### config.mk
export PLATFORM = sky130hd
export DESIGN_NAME = socTop
export DESIGN_NICKNAME = d
export VERILOG_FILES = /design/src/busPkg.sv /design/src/periphPkg.sv /design/src/mmioBus_if.sv /design/src/tickGen.sv /design/src/gpioRegs.sv /design/src/timerRegs.sv /design/src/mmioHub.sv /design/src/socTop.sv
export SDC_FILE = /design/constraint.sdc
export NUM_CORES = 1
export LEC_CHECK = 0
export ABC_AREA = 0
export BUFFER_PORTS_ARGS = -buffer_cell sky130_fd_sc_hd__buf_2
export CAP_MARGIN = 25
export CORE_ASPECT_RATIO = 1.5
export CORE_MARGIN = 1
export CORE_UTILIZATION = 50
export CTS_CLUSTER_SIZE = 8
export DETAILED_ROUTE_END_ITERATION = 12
export PLACE_DENSITY = 0.66
export SLEW_MARGIN = 20
export SYNTH_ARGS = -nofsm -noshare
export SYNTH_HDL_FRONTEND = slang
export SYNTH_SLANG_ARGS = --single-unit
### constraint.sdc
create_clock -name clock -period 6.8 [get_ports clock]
set_input_delay 0.34 -clock clock [delete_from_list [all_inputs] [get_ports clock]]
set_output_delay 0.34 -clock clock [all_outputs]
set_load 0.02 [all_outputs]
### src/busPkg.sv
package busPkg;

	// mmio bus widths
	localparam int AddrWidth = 16;
	localparam int DataWidth = 32;

	typedef logic [AddrWidth-1:0] addrT;
	typedef logic [DataWidth-1:0] dataT;

	// host operation codes
	typedef enum logic [1:0]
	{
		OpIdle  = 2'd0,
		OpRead  = 2'd1,
		OpWrite = 2'd2
	} busOpT;

	// hub request tracking
	typedef enum logic [1:0]
	{
		HubIdle = 2'd0,
		HubWait = 2'd1,
		HubResp = 2'd2
	} hubStateT;

	// cycles without a claim before the hub gives up on a request
	localparam int MissLimit = 16;

endpackage

### src/periphPkg.sv
package periphPkg;

	import busPkg::*;

	// block bases, one 256-byte block each
	localparam addrT GpioBase  = 16'hE000;
	localparam addrT TimerBase = 16'hE100;
	localparam addrT BlockMask = 16'hFF00;

	// gpio offsets
	localparam addrT RegOutOfs = 16'h0000;
	localparam addrT RegInOfs  = 16'h0004;

	// timer offsets
	localparam addrT RegUsecOfs = 16'h0000;
	localparam addrT RegMsecOfs = 16'h0004;
	localparam addrT RegStatOfs = 16'h0008;

	// register widths
	localparam int GpioWidth  = 16;
	localparam int CountWidth = 32;

	typedef logic [GpioWidth-1:0]  gpioT;
	typedef logic [CountWidth-1:0] countT;

endpackage

### src/mmioBus_if.sv
`timescale 1ns/1ps

interface mmioBus_if import busPkg::*; ();

	// request side, driven by the hub
	logic  strobe;
	busOpT op;
	addrT  addr;
	dataT  wdata;

	// response side, driven by the claiming peripheral
	logic  ack;
	dataT  rdata;

	modport hub
	(
		output strobe,
		output op,
		output addr,
		output wdata,
		input  ack,
		input  rdata
	);

	modport periph
	(
		input  strobe,
		input  op,
		input  addr,
		input  wdata,
		output ack,
		output rdata
	);

endinterface

### src/tickGen.sv
`timescale 1ns/1ps

module tickGen #(
	parameter int ClkPerUs = 50,
	parameter int UsPerMs  = 1000
) (
	input  logic clock,
	input  logic rstN_i,
	output logic tickUs_o,
	output logic tickMs_o
);

	localparam int DivW = $clog2(ClkPerUs + 1);
	localparam int UsW  = $clog2(UsPerMs + 1);

	logic [DivW-1:0] divCnt;
	logic [UsW-1:0]  usCnt;
	logic            usWrap;
	logic            msWrap;

	assign usWrap = (divCnt == DivW'(ClkPerUs - 1));
	assign msWrap = (usCnt == UsW'(UsPerMs - 1));

	always_ff @(posedge clock)
	begin
		if (!rstN_i)
		begin
			divCnt   <= '0;
			usCnt    <= '0;
			tickUs_o <= 1'b0;
			tickMs_o <= 1'b0;
		end
		else
		begin
			tickUs_o <= usWrap;
			// ms tick rides on the us tick that closes the count
			tickMs_o <= usWrap && msWrap;

			if (usWrap)
				divCnt <= '0;
			else
				divCnt <= divCnt + 1'b1;

			if (usWrap)
			begin
				if (msWrap)
					usCnt <= '0;
				else
					usCnt <= usCnt + 1'b1;
			end
		end
	end

endmodule

### src/gpioRegs.sv
`timescale 1ns/1ps

module gpioRegs import busPkg::*, periphPkg::*; (
	input  logic             clock,
	input  logic             rstN_i,
	mmioBus_if.periph        bus,
	input  gpioT             gpioPins_i,
	output gpioT             gpioPins_o
);

	gpioT pinSync1;
	gpioT pinSync2;
	gpioT outReg;

	logic hit;
	addrT regOfs;
	dataT rdataNext;
	logic ackReg;
	dataT rdataReg;

	// own block only, the hub broadcasts everything
	assign hit    = bus.strobe && ((bus.addr & BlockMask) == GpioBase);
	assign regOfs = bus.addr & ~BlockMask;

	// two-flop input synchronizer
	always_ff @(posedge clock)
	begin
		pinSync1 <= gpioPins_i;
		pinSync2 <= pinSync1;
	end

	always_comb
	begin
		case (regOfs)
			RegOutOfs: rdataNext = dataT'(outReg);
			RegInOfs:  rdataNext = dataT'(pinSync2);
			default:   rdataNext = '0;
		endcase
	end

	always_ff @(posedge clock)
	begin
		if (!rstN_i)
		begin
			ackReg <= 1'b0;
			outReg <= '0;
		end
		else
		begin
			ackReg <= hit;
			if (hit && (bus.op == OpWrite) && (regOfs == RegOutOfs))
				outReg <= bus.wdata[GpioWidth-1:0];
		end
	end

	// read data only matters in the ack cycle
	always_ff @(posedge clock)
	begin
		if (hit)
			rdataReg <= rdataNext;
	end

	assign bus.ack    = ackReg;
	assign bus.rdata  = rdataReg;
	assign gpioPins_o = outReg;

endmodule

### src/timerRegs.sv
`timescale 1ns/1ps

module timerRegs import busPkg::*, periphPkg::*; (
	input  logic      clock,
	input  logic      rstN_i,
	mmioBus_if.periph bus,
	input  logic      tickUs_i,
	input  logic      tickMs_i,
	output logic      irq_o
);

	countT usecCnt;
	countT msecCnt;
	logic  irqPend;
	logic  tickMsDly;
	logic  msRise;

	logic  hit;
	addrT  regOfs;
	logic  clrReq;
	dataT  rdataNext;
	logic  ackReg;
	dataT  rdataReg;

	assign hit    = bus.strobe && ((bus.addr & BlockMask) == TimerBase);
	assign regOfs = bus.addr & ~BlockMask;
	assign clrReq = hit && (bus.op == OpWrite) && (regOfs == RegStatOfs) && bus.wdata[0];
	assign msRise = tickMs_i && !tickMsDly;

	always_comb
	begin
		case (regOfs)
			RegUsecOfs: rdataNext = dataT'(usecCnt);
			RegMsecOfs: rdataNext = dataT'(msecCnt);
			RegStatOfs: rdataNext = dataT'(irqPend);
			default:    rdataNext = '0;
		endcase
	end

	always_ff @(posedge clock)
	begin
		if (!rstN_i)
		begin
			usecCnt   <= '0;
			msecCnt   <= '0;
			irqPend   <= 1'b0;
			tickMsDly <= 1'b0;
			ackReg    <= 1'b0;
		end
		else
		begin
			ackReg    <= hit;
			tickMsDly <= tickMs_i;
			if (tickUs_i)
				usecCnt <= usecCnt + 1'b1;
			if (tickMs_i)
				msecCnt <= msecCnt + 1'b1;
			// a new tick beats a clear in the same cycle
			if (msRise)
				irqPend <= 1'b1;
			else if (clrReq)
				irqPend <= 1'b0;
		end
	end

	always_ff @(posedge clock)
	begin
		if (hit)
			rdataReg <= rdataNext;
	end

	assign bus.ack   = ackReg;
	assign bus.rdata = rdataReg;
	assign irq_o     = irqPend;

endmodule

### src/mmioHub.sv
`timescale 1ns/1ps

module mmioHub import busPkg::*; #(
	parameter int MissCycles = MissLimit
) (
	input  logic   clock,
	input  logic   rstN_i,

	input  logic   reqValid_i,
	output logic   reqReady_o,
	input  busOpT  reqOp_i,
	input  addrT   reqAddr_i,
	input  dataT   reqData_i,

	output logic   respValid_o,
	input  logic   respReady_i,
	output dataT   respData_o,
	output logic   respMiss_o,

	mmioBus_if.hub gpioBus,
	mmioBus_if.hub timerBus
);

	// counter also spans the strobe and ack latency
	localparam int CntW = $clog2(MissCycles + 2);

	hubStateT state;

	busOpT opReg;
	addrT  addrReg;
	dataT  wdataReg;
	logic  issue;
	logic  strobeReg;
	dataT  respDataReg;
	logic  respMissReg;

	logic [CntW-1:0] waitCnt;

	logic accept;
	logic anyAck;
	logic missHit;
	dataT ackData;

	// ready again in the same cycle the response drains
	assign reqReady_o = (state == HubIdle) || ((state == HubResp) && respReady_i);
	assign accept     = reqValid_i && reqReady_o;

	// fixed priority, gpio first
	assign anyAck  = gpioBus.ack || timerBus.ack;
	assign ackData = gpioBus.ack ? gpioBus.rdata : timerBus.rdata;
	assign missHit = (waitCnt == CntW'(MissCycles + 1));

	always_ff @(posedge clock)
	begin
		if (!rstN_i)
		begin
			state     <= HubIdle;
			issue     <= 1'b0;
			strobeReg <= 1'b0;
			waitCnt   <= '0;
		end
		else
		begin
			// strobe goes out one cycle after acceptance, for one cycle
			strobeReg <= issue;
			issue     <= 1'b0;

			if (accept)
			begin
				state   <= HubWait;
				issue   <= 1'b1;
				waitCnt <= '0;
			end
			else
			begin
				case (state)
					HubWait:
					begin
						if (anyAck || missHit)
							state <= HubResp;
						else
							waitCnt <= waitCnt + 1'b1;
					end
					HubResp:
					begin
						if (respReady_i)
							state <= HubIdle;
					end
					default: state <= HubIdle;
				endcase
			end
		end
	end

	// request and response payload
	always_ff @(posedge clock)
	begin
		if (accept)
		begin
			opReg    <= reqOp_i;
			addrReg  <= reqAddr_i;
			wdataReg <= reqData_i;
		end

		// frozen once the hub moves to respond
		if (state == HubWait)
		begin
			respDataReg <= anyAck ? ackData : '0;
			respMissReg <= !anyAck;
		end
	end

	assign gpioBus.strobe  = strobeReg;
	assign gpioBus.op      = opReg;
	assign gpioBus.addr    = addrReg;
	assign gpioBus.wdata   = wdataReg;

	assign timerBus.strobe = strobeReg;
	assign timerBus.op     = opReg;
	assign timerBus.addr   = addrReg;
	assign timerBus.wdata  = wdataReg;

	assign respValid_o = (state == HubResp);
	assign respData_o  = respDataReg;
	assign respMiss_o  = respMissReg;

endmodule

### src/socTop.sv
`timescale 1ns/1ps

module socTop import busPkg::*, periphPkg::*; #(
	parameter int ClkPerUs   = 50,
	parameter int UsPerMs    = 1000,
	parameter int MissCycles = MissLimit
) (
	input  logic  clock,
	input  logic  rstN_i,

	input  logic  reqValid_i,
	output logic  reqReady_o,
	input  busOpT reqOp_i,
	input  addrT  reqAddr_i,
	input  dataT  reqData_i,

	output logic  respValid_o,
	input  logic  respReady_i,
	output dataT  respData_o,
	output logic  respMiss_o,

	input  gpioT  gpioPins_i,
	output gpioT  gpioPins_o,
	output logic  irq_o
);

	logic tickUs;
	logic tickMs;

	// one bus per peripheral
	mmioBus_if gpioBus ();
	mmioBus_if timerBus ();

	mmioHub #(
		.MissCycles (MissCycles)
	) uHub (
		.clock       (clock),
		.rstN_i      (rstN_i),
		.reqValid_i  (reqValid_i),
		.reqReady_o  (reqReady_o),
		.reqOp_i     (reqOp_i),
		.reqAddr_i   (reqAddr_i),
		.reqData_i   (reqData_i),
		.respValid_o (respValid_o),
		.respReady_i (respReady_i),
		.respData_o  (respData_o),
		.respMiss_o  (respMiss_o),
		.gpioBus     (gpioBus.hub),
		.timerBus    (timerBus.hub)
	);

	tickGen #(
		.ClkPerUs (ClkPerUs),
		.UsPerMs  (UsPerMs)
	) uTickGen (
		.clock    (clock),
		.rstN_i   (rstN_i),
		.tickUs_o (tickUs),
		.tickMs_o (tickMs)
	);

	gpioRegs uGpio (
		.clock      (clock),
		.rstN_i     (rstN_i),
		.bus        (gpioBus.periph),
		.gpioPins_i (gpioPins_i),
		.gpioPins_o (gpioPins_o)
	);

	timerRegs uTimer (
		.clock    (clock),
		.rstN_i   (rstN_i),
		.bus      (timerBus.periph),
		.tickUs_i (tickUs),
		.tickMs_i (tickMs),
		.irq_o    (irq_o)
	);

endmodule

==> flow_summary.yaml, run 1 <==
outcome:
  outcome: "finished, final reports clean"
setup_path:
  cp-end-kind: "flip-flop"
  path_delay_family: "simple AND/OR/NAND/NOR gates"
  rr_startpoint: "uHub.gpioBus.addr[1]"
  r2r_end: "uTimer.bus.rdata[12]"
  cp_slowest_cell: "nor4_4"
  reg2regPathDepth: 5
  timing.critical_path.buf_inv: 1
  path_cells: "or4_4, nor4_4, and2_1, buf_4, a22o_1"
  criticalPathCategory: "flip-flop to flip-flop"
  arrival_ns: 3.10
  crit_path_max_fanout: 47
  critPathLaunchType: "flip-flop"
  cp.required_ns: 7.15
  reg2reg_setup_slack_ns: 4.05
  cpPeakStageDelay_ns: 0.66
yosys:
  yosysTopAreaCell: "edfxtp_1"
  synth-warning-count: 0
  ys_seq_area_frac: 0.630
  ys_ff_latch: 258
  syn_inst: 870
  synth_top_area_share: 0.345
  syn-mean-instance-area_um2: 11.5
  synth_flop_cell: "dfxtp_1"
  async_reset_ff_frac: 0
  synthDistinctLibCells: 53
  synth_nets: 947
  synth_commonest_cells: "143 x dfxtp_1, 115 x edfxtp_1, 62 x nand2_1, 52 x a21oi_1"
  yosys-top-cells-area: "edfxtp_1 34%, dfxtp_1 29%, a22o_1 4.1%"
  synth_area_um2: 10000
  yosysMostFrequentCell: "dfxtp_1"
  synth-edff-count: 115
drt:
  via_per_inst: 5.51
  drt_iter0_markers: 429
  dr.pass1.iters: 4
  drt-total-wl_mm: 22.1
  route.antenna.remaining_nets: 0
  num_vias: 7215
  wire_per_inst_um: 16.9
  drc_errors: 0
clock_tree:
  clock-sinks: 258
  clock_latency_ns: 0.53
  clockRootBuffer: "clkbuf_16"
  cts_hold_buffers: 49
  cts_tree: "built"
  clk_path_buf_depth: 3
  postCtsSetupBuffers: 0
  htree_levels: 2
  cts_resized: 0
  path_clk_slew_ns: 0.05
  cts_made_buffers: 38
floorplanning:
  die-area_um2: 20600
  die_x_um: 118
  io_pins: 122
  coreArea_um2: 19700
  start_util: 0.509
  placementRows: 63
  die-height_um: 175
power_and_ir_drop:
  peakVddDrop_uv: 280
  p_total_mw: 3.49
  p_per_area_nw_per_um2: 284
  p_leak_nw: 4.33
timing:
  fin_crit_sh: 0.404
  report.final.setup_viol: 0
  fin_skew_ns: 0.0156
  fin_crit_ns: 2.75
  maxSlewViolCount: 0
  hold_violations: 0
  rsz0062_at_grt: "false"
  tightest_slew_ns: 0.898
  max_freq_mhz: 364
  slew_headroom: 0.401
  tns_ns: 0
worst_hold_path:
  whs_path_depth: 1
  min_to: "uHub.gpioBus.op[1]"
  worstHoldStart: "reqOp_i[1]"
  hp-class: "input port to flip-flop"
placed_design:
  io_buffers: 105
  hpwl_mm: 13.7
  placed_cell_area_um2: 10700
  place.gp.congestion: 0.814
cells_and_area:
  area_growth_pct: 22.9
  drive_gt1_frac: 0.157
  nFillCells: 1611
  finish.utilization: 0.625
  seqCellArea_um2: 6320
  multi_input_area_um2: 3420
  diodes: 0
  nets: 1100
  post-route-cell-area_um2: 12300
global_routing:
  grt_overflow: 0
  grt_max_degree: 82
  grt_use_total: 0.217
  grt_pass1_vias: 7041
  antenna_found_initial: 0
  grt_pass1_wl_mm: 35.6
flow_run:
  drv_cap: 0
## final cells by class
class | count | area share
clock buffer | 63 | 0.0848
clock inverter | 4 | 0.00579
inverter | 16 | 0.00488
multi-input combinational | 547 | 0.278
sequential | 258 | 0.513
tap | 260 | 0.0264
timing repair buffer | 162 | 0.0874
## metal layers
layer  vias up  track usage  wire length [um]
met5         -            0                 0
met4         0        0.103               833
met3        52       0.0484              1060
met2       181        0.400             11600
met1      3436        0.233              8600
li1       3546            -                 -
## power by group
part | switching, mW | internal, mW | leakage, nW
Clock | 0.671 | 1.05 | 0.527
Sequential | 0.0140 | 1.66 | 2.22
Combinational | 0.0564 | 0.0442 | 1.58
Total | 0.741 | 2.75 | 4.33
## metrics by stage
step	hold slack (ns)	instances	setup WS [ns]
3_3_place_gp	0.311	1194	4.12
5_1_grt	0.00357	1310	3.92
4_1_cts	0.000516	1310	4.02
3_5_place_dp	0.313	1194	4.05
6_report	0.0212	1310	4.05
2_1_floorplan	0.310	870	4.60
## how the worst max path moves through the flow
stage,startpoint,endpoint,slack (ns),cells after the start
2_1_floorplan,respReady_i,uHub.gpioBus.addr[0],4.60,3
3_3_place_gp,uHub.gpioBus.addr[1],uTimer.bus.rdata[10],4.12,5
3_5_place_dp,uHub.gpioBus.addr[1],uTimer.bus.rdata[12],4.05,5
4_1_cts,uHub.gpioBus.addr[1],uTimer.bus.rdata[12],4.02,5
5_1_grt,uHub.gpioBus.addr[1],uTimer.bus.rdata[12],3.92,5
6_report,uHub.gpioBus.addr[1],uTimer.bus.rdata[12],4.05,5
## registers in the layout (all words and copies together) (netlist names), 2 cells and up
| name | count |
|---|---|
| uGpio.pinSync1 | 16 |
| uGpio.pinSync2 | 16 |
| uHub.gpioBus.op | 2 |
| uTickGen.usCnt | 10 |
| uHub.state | 2 |
| uHub.waitCnt | 5 |
| uTimer.usecCnt | 32 |
| uGpio.gpioPins_o | 16 |
| uHub.gpioBus.addr | 16 |
| uTickGen.divCnt | 6 |
| uTimer.msecCnt | 32 |
| uGpio.bus.rdata | 16 |
| uHub.gpioBus.wdata | 16 |
| uTimer.bus.rdata | 32 |
| uHub.respData_o | 32 |
## kinds of logic (layout without fill, tap and decap cells)
group	after synthesis	count (layout)	synth area share
simple gates	316	316	0.177
fa+ha+maj	7	7	0.00874
mux	7	7	0.00699
buf+inv	65	245	0.0281
flops	258	258	0.630
compound gates	179	179	0.115
xor+xnor	38	38	0.0332
## cell usage in the layout (no fill, tap or decap), drive strengths merged, types with 2 or more instances in the layout
master       count
and4            11
o21a             2
and3            10
mux2i            7
a21oi           52
nand2           62
or3             17
or2              3
nor4            12
buf            113
dfxtp          143
and2            32
nand4b           3
nand4           31
nor2            48
a22o            47
clkinv           4
xor2            14
nor2b            5
o21ai           48
inv             16
nand3           36
nor4bb           2
dlygate4sd3     49
xnor2           24
clkbuf          63
nor3             9
o31ai           21
a31o             2
edfxtp         115
nand2b           5
and4b            3
or4             25
ha               7
Power figures use the tool's default switching activity.
==> run 2, diff against run 1 <==
- PLACE_DENSITY: 0.66 -> 0.69
- clock period: 6.8 -> 2.3 ns (I/O delays scaled with it)
==> run 2 against run 1 <==
Against the previous run: setup slack worse by 3.9 ns; via count up 3.0%; core utilization rose by 1.4 points; global-route usage increased by 1.0 points; power rose to 3.0 times the previous value; largest cell class unchanged; die area is the same; critical endpoint is now uTimer.bus.rdata[13]; non-clock buffer count grew 29; cell area grew 2.2%; first-iteration DRC count is 3.0% higher.
==> flow_summary.yaml, run 2 (synthesis results as in run 1) <==
clock_tree:
  path_clk_slew_ns: 0.05
  cts_hold_buffers: 52
  cts_tree: "built"
  cts_made_buffers: 38
  cts_resized: 0
  postCtsSetupBuffers: 0
  htree_levels: 2
  clockRootBuffer: "clkbuf_16"
  clock-sinks: 258
  clock_latency_ns: 0.53
  clk_path_buf_depth: 3
global_routing:
  grt_pass1_wl_mm: 37.0
  antenna_found_initial: 0
  grt_use_total: 0.227
  grt_overflow: 0
  grt_max_degree: 48
  grt_pass1_vias: 7539
  grt-busiest-layer: "met2"
  grt_use_met2: 0.436
  met1_usage: 0.230
  grt_use_met3: 0.0487
floorplanning:
  placementRows: 63
  start_util: 0.509
  die-area_um2: 20600
  io_pins: 122
  die-height_um: 175
  die_x_um: 118
  coreArea_um2: 19700
setup_path:
  reg2regPathDepth: 5
  crit_path_max_fanout: 29
  cp.required_ns: 2.68
  critPathLaunchType: "flip-flop"
  arrival_ns: 2.53
  criticalPathCategory: "flip-flop to flip-flop"
  rr_startpoint: "uHub.gpioBus.addr[1]"
  cp-end-kind: "flip-flop"
  r2r_end: "uTimer.bus.rdata[13]"
  reg2reg_setup_slack_ns: 0.16
worst_hold_path:
  min_to: "uHub.state[1]"
  whs_path_depth: 3
  hp-class: "input port to flip-flop"
  worstHoldStart: "rstN_i"
timing:
  rsz0062_at_grt: "false"
  report.final.setup_viol: 0
  tns_ns: 0
  maxSlewViolCount: 0
  hold_violations: 0
  fin_crit_sh: 0.931
  tightest_slew_ns: 0.775
  slew_headroom: 0.483
  max_freq_mhz: 467
  fin_skew_ns: 0.0196
  fin_crit_ns: 2.14
cells_and_area:
  nFillCells: 1522
  finish.utilization: 0.639
  seqCellArea_um2: 6320
  mostFrequentLayoutCell: "dfxtp_1"
  post-route-cell-area_um2: 12600
  multi_input_area_um2: 3430
  area_growth_pct: 25.6
  drive_gt1_frac: 0.177
  diodes: 0
  final_cell_mix: "143 x dfxtp_1, 115 x edfxtp_1, 105 x buf_2, 62 x nand2_1"
  nets: 1129
flow_run:
  drv_cap: 0
placed_design:
  place.gp.congestion: 0.852
  placed_cell_area_um2: 10900
  hpwl_mm: 14.7
  io_buffers: 105
drt:
  dr.pass1.iters: 5
  drc_errors: 0
  drt-total-wl_mm: 23.0
  wire_per_inst_um: 17.2
  num_vias: 7431
  drt_iter0_markers: 442
  route.antenna.remaining_nets: 0
  via_per_inst: 5.55
power_and_ir_drop:
  p_per_area_nw_per_um2: 825
  p_leak_nw: 4.48
  peakVddDrop_uv: 776
outcome:
  outcome: "finished, final reports clean"
## run 2: changes by cell type in the layout (fill, tap and decap cells not counted)
cell | before | now
nor2_4 | 0 | 1
clkinv_8 | 2 | 0
inv_16 | 0 | 1
nor2_2 | 1 | 0
buf_12 | 0 | 2
clkbuf_1 | 25 | 24
dlygate4sd3_1 | 49 | 52
buf_4 | 8 | 32
clkinv_16 | 1 | 2
## run 2: report_power, final
| part | internal [mW] | switching (mW) |
|---|---|---|
| Combinational | 0.141 | 0.173 |
| Clock | 3.12 | 2.01 |
| Sequential | 4.90 | 0.0384 |
| Total | 8.16 | 2.23 |
## run 2: metal layers
layer,part of all wire,vias to the layer above
met4,0.037,0
met3,0.053,59
met5,0,-
li1,-,3592
met1,0.37,3543
met2,0.54,237
## run 2: critical path: stages (launching register included)
cell and delay (ns):
edfxtp_1 0.37, or4_4 0.58, or4_1 0.49, nor2_4 0.16, buf_12 0.19, a22o_1 0.19
## run 2: worst max-delay path by stage
stage / start / to / slack, ns / cells past startpoint
after floorplan: uHub.gpioBus.addr[9] / uTimer.irq_o / 0.11 / 4
after CTS: uHub.gpioBus.addr[1] / uTimer.bus.rdata[11] / 0.16 / 5
final: uHub.gpioBus.addr[1] / uTimer.bus.rdata[13] / 0.16 / 5
after global placement: uHub.gpioBus.addr[1] / uTimer.bus.rdata[11] / 0.23 / 5
after detailed placement: uHub.gpioBus.addr[1] / uTimer.bus.rdata[11] / 0.19 / 5
after global routing: uTimer.msecCnt[0] / uTimer.msecCnt[20] / 0.06 / 5
## run 2: cell type report
cell class              instances  area share
repair buffers                191       0.105
clock buffers                  62      0.0827
clock inverters                 4     0.00706
well taps                     260      0.0258
multi-input cells             547       0.272
inverters                      16     0.00477
flip-flops and latches        258       0.502
## run 2: through the flow
step	hold slack, ns	total power [mW]	setup slack, ns	instances
final	0.0768	10.4	0.158	1338
after global routing	0.108	10.7	0.0639	1338
after CTS	0.0553	10.5	0.161	1338
after detailed placement	0.219	5.26	0.186	1220
after global placement	0.217	5.26	0.234	1220
after floorplan	0.143	5.14	0.112	870
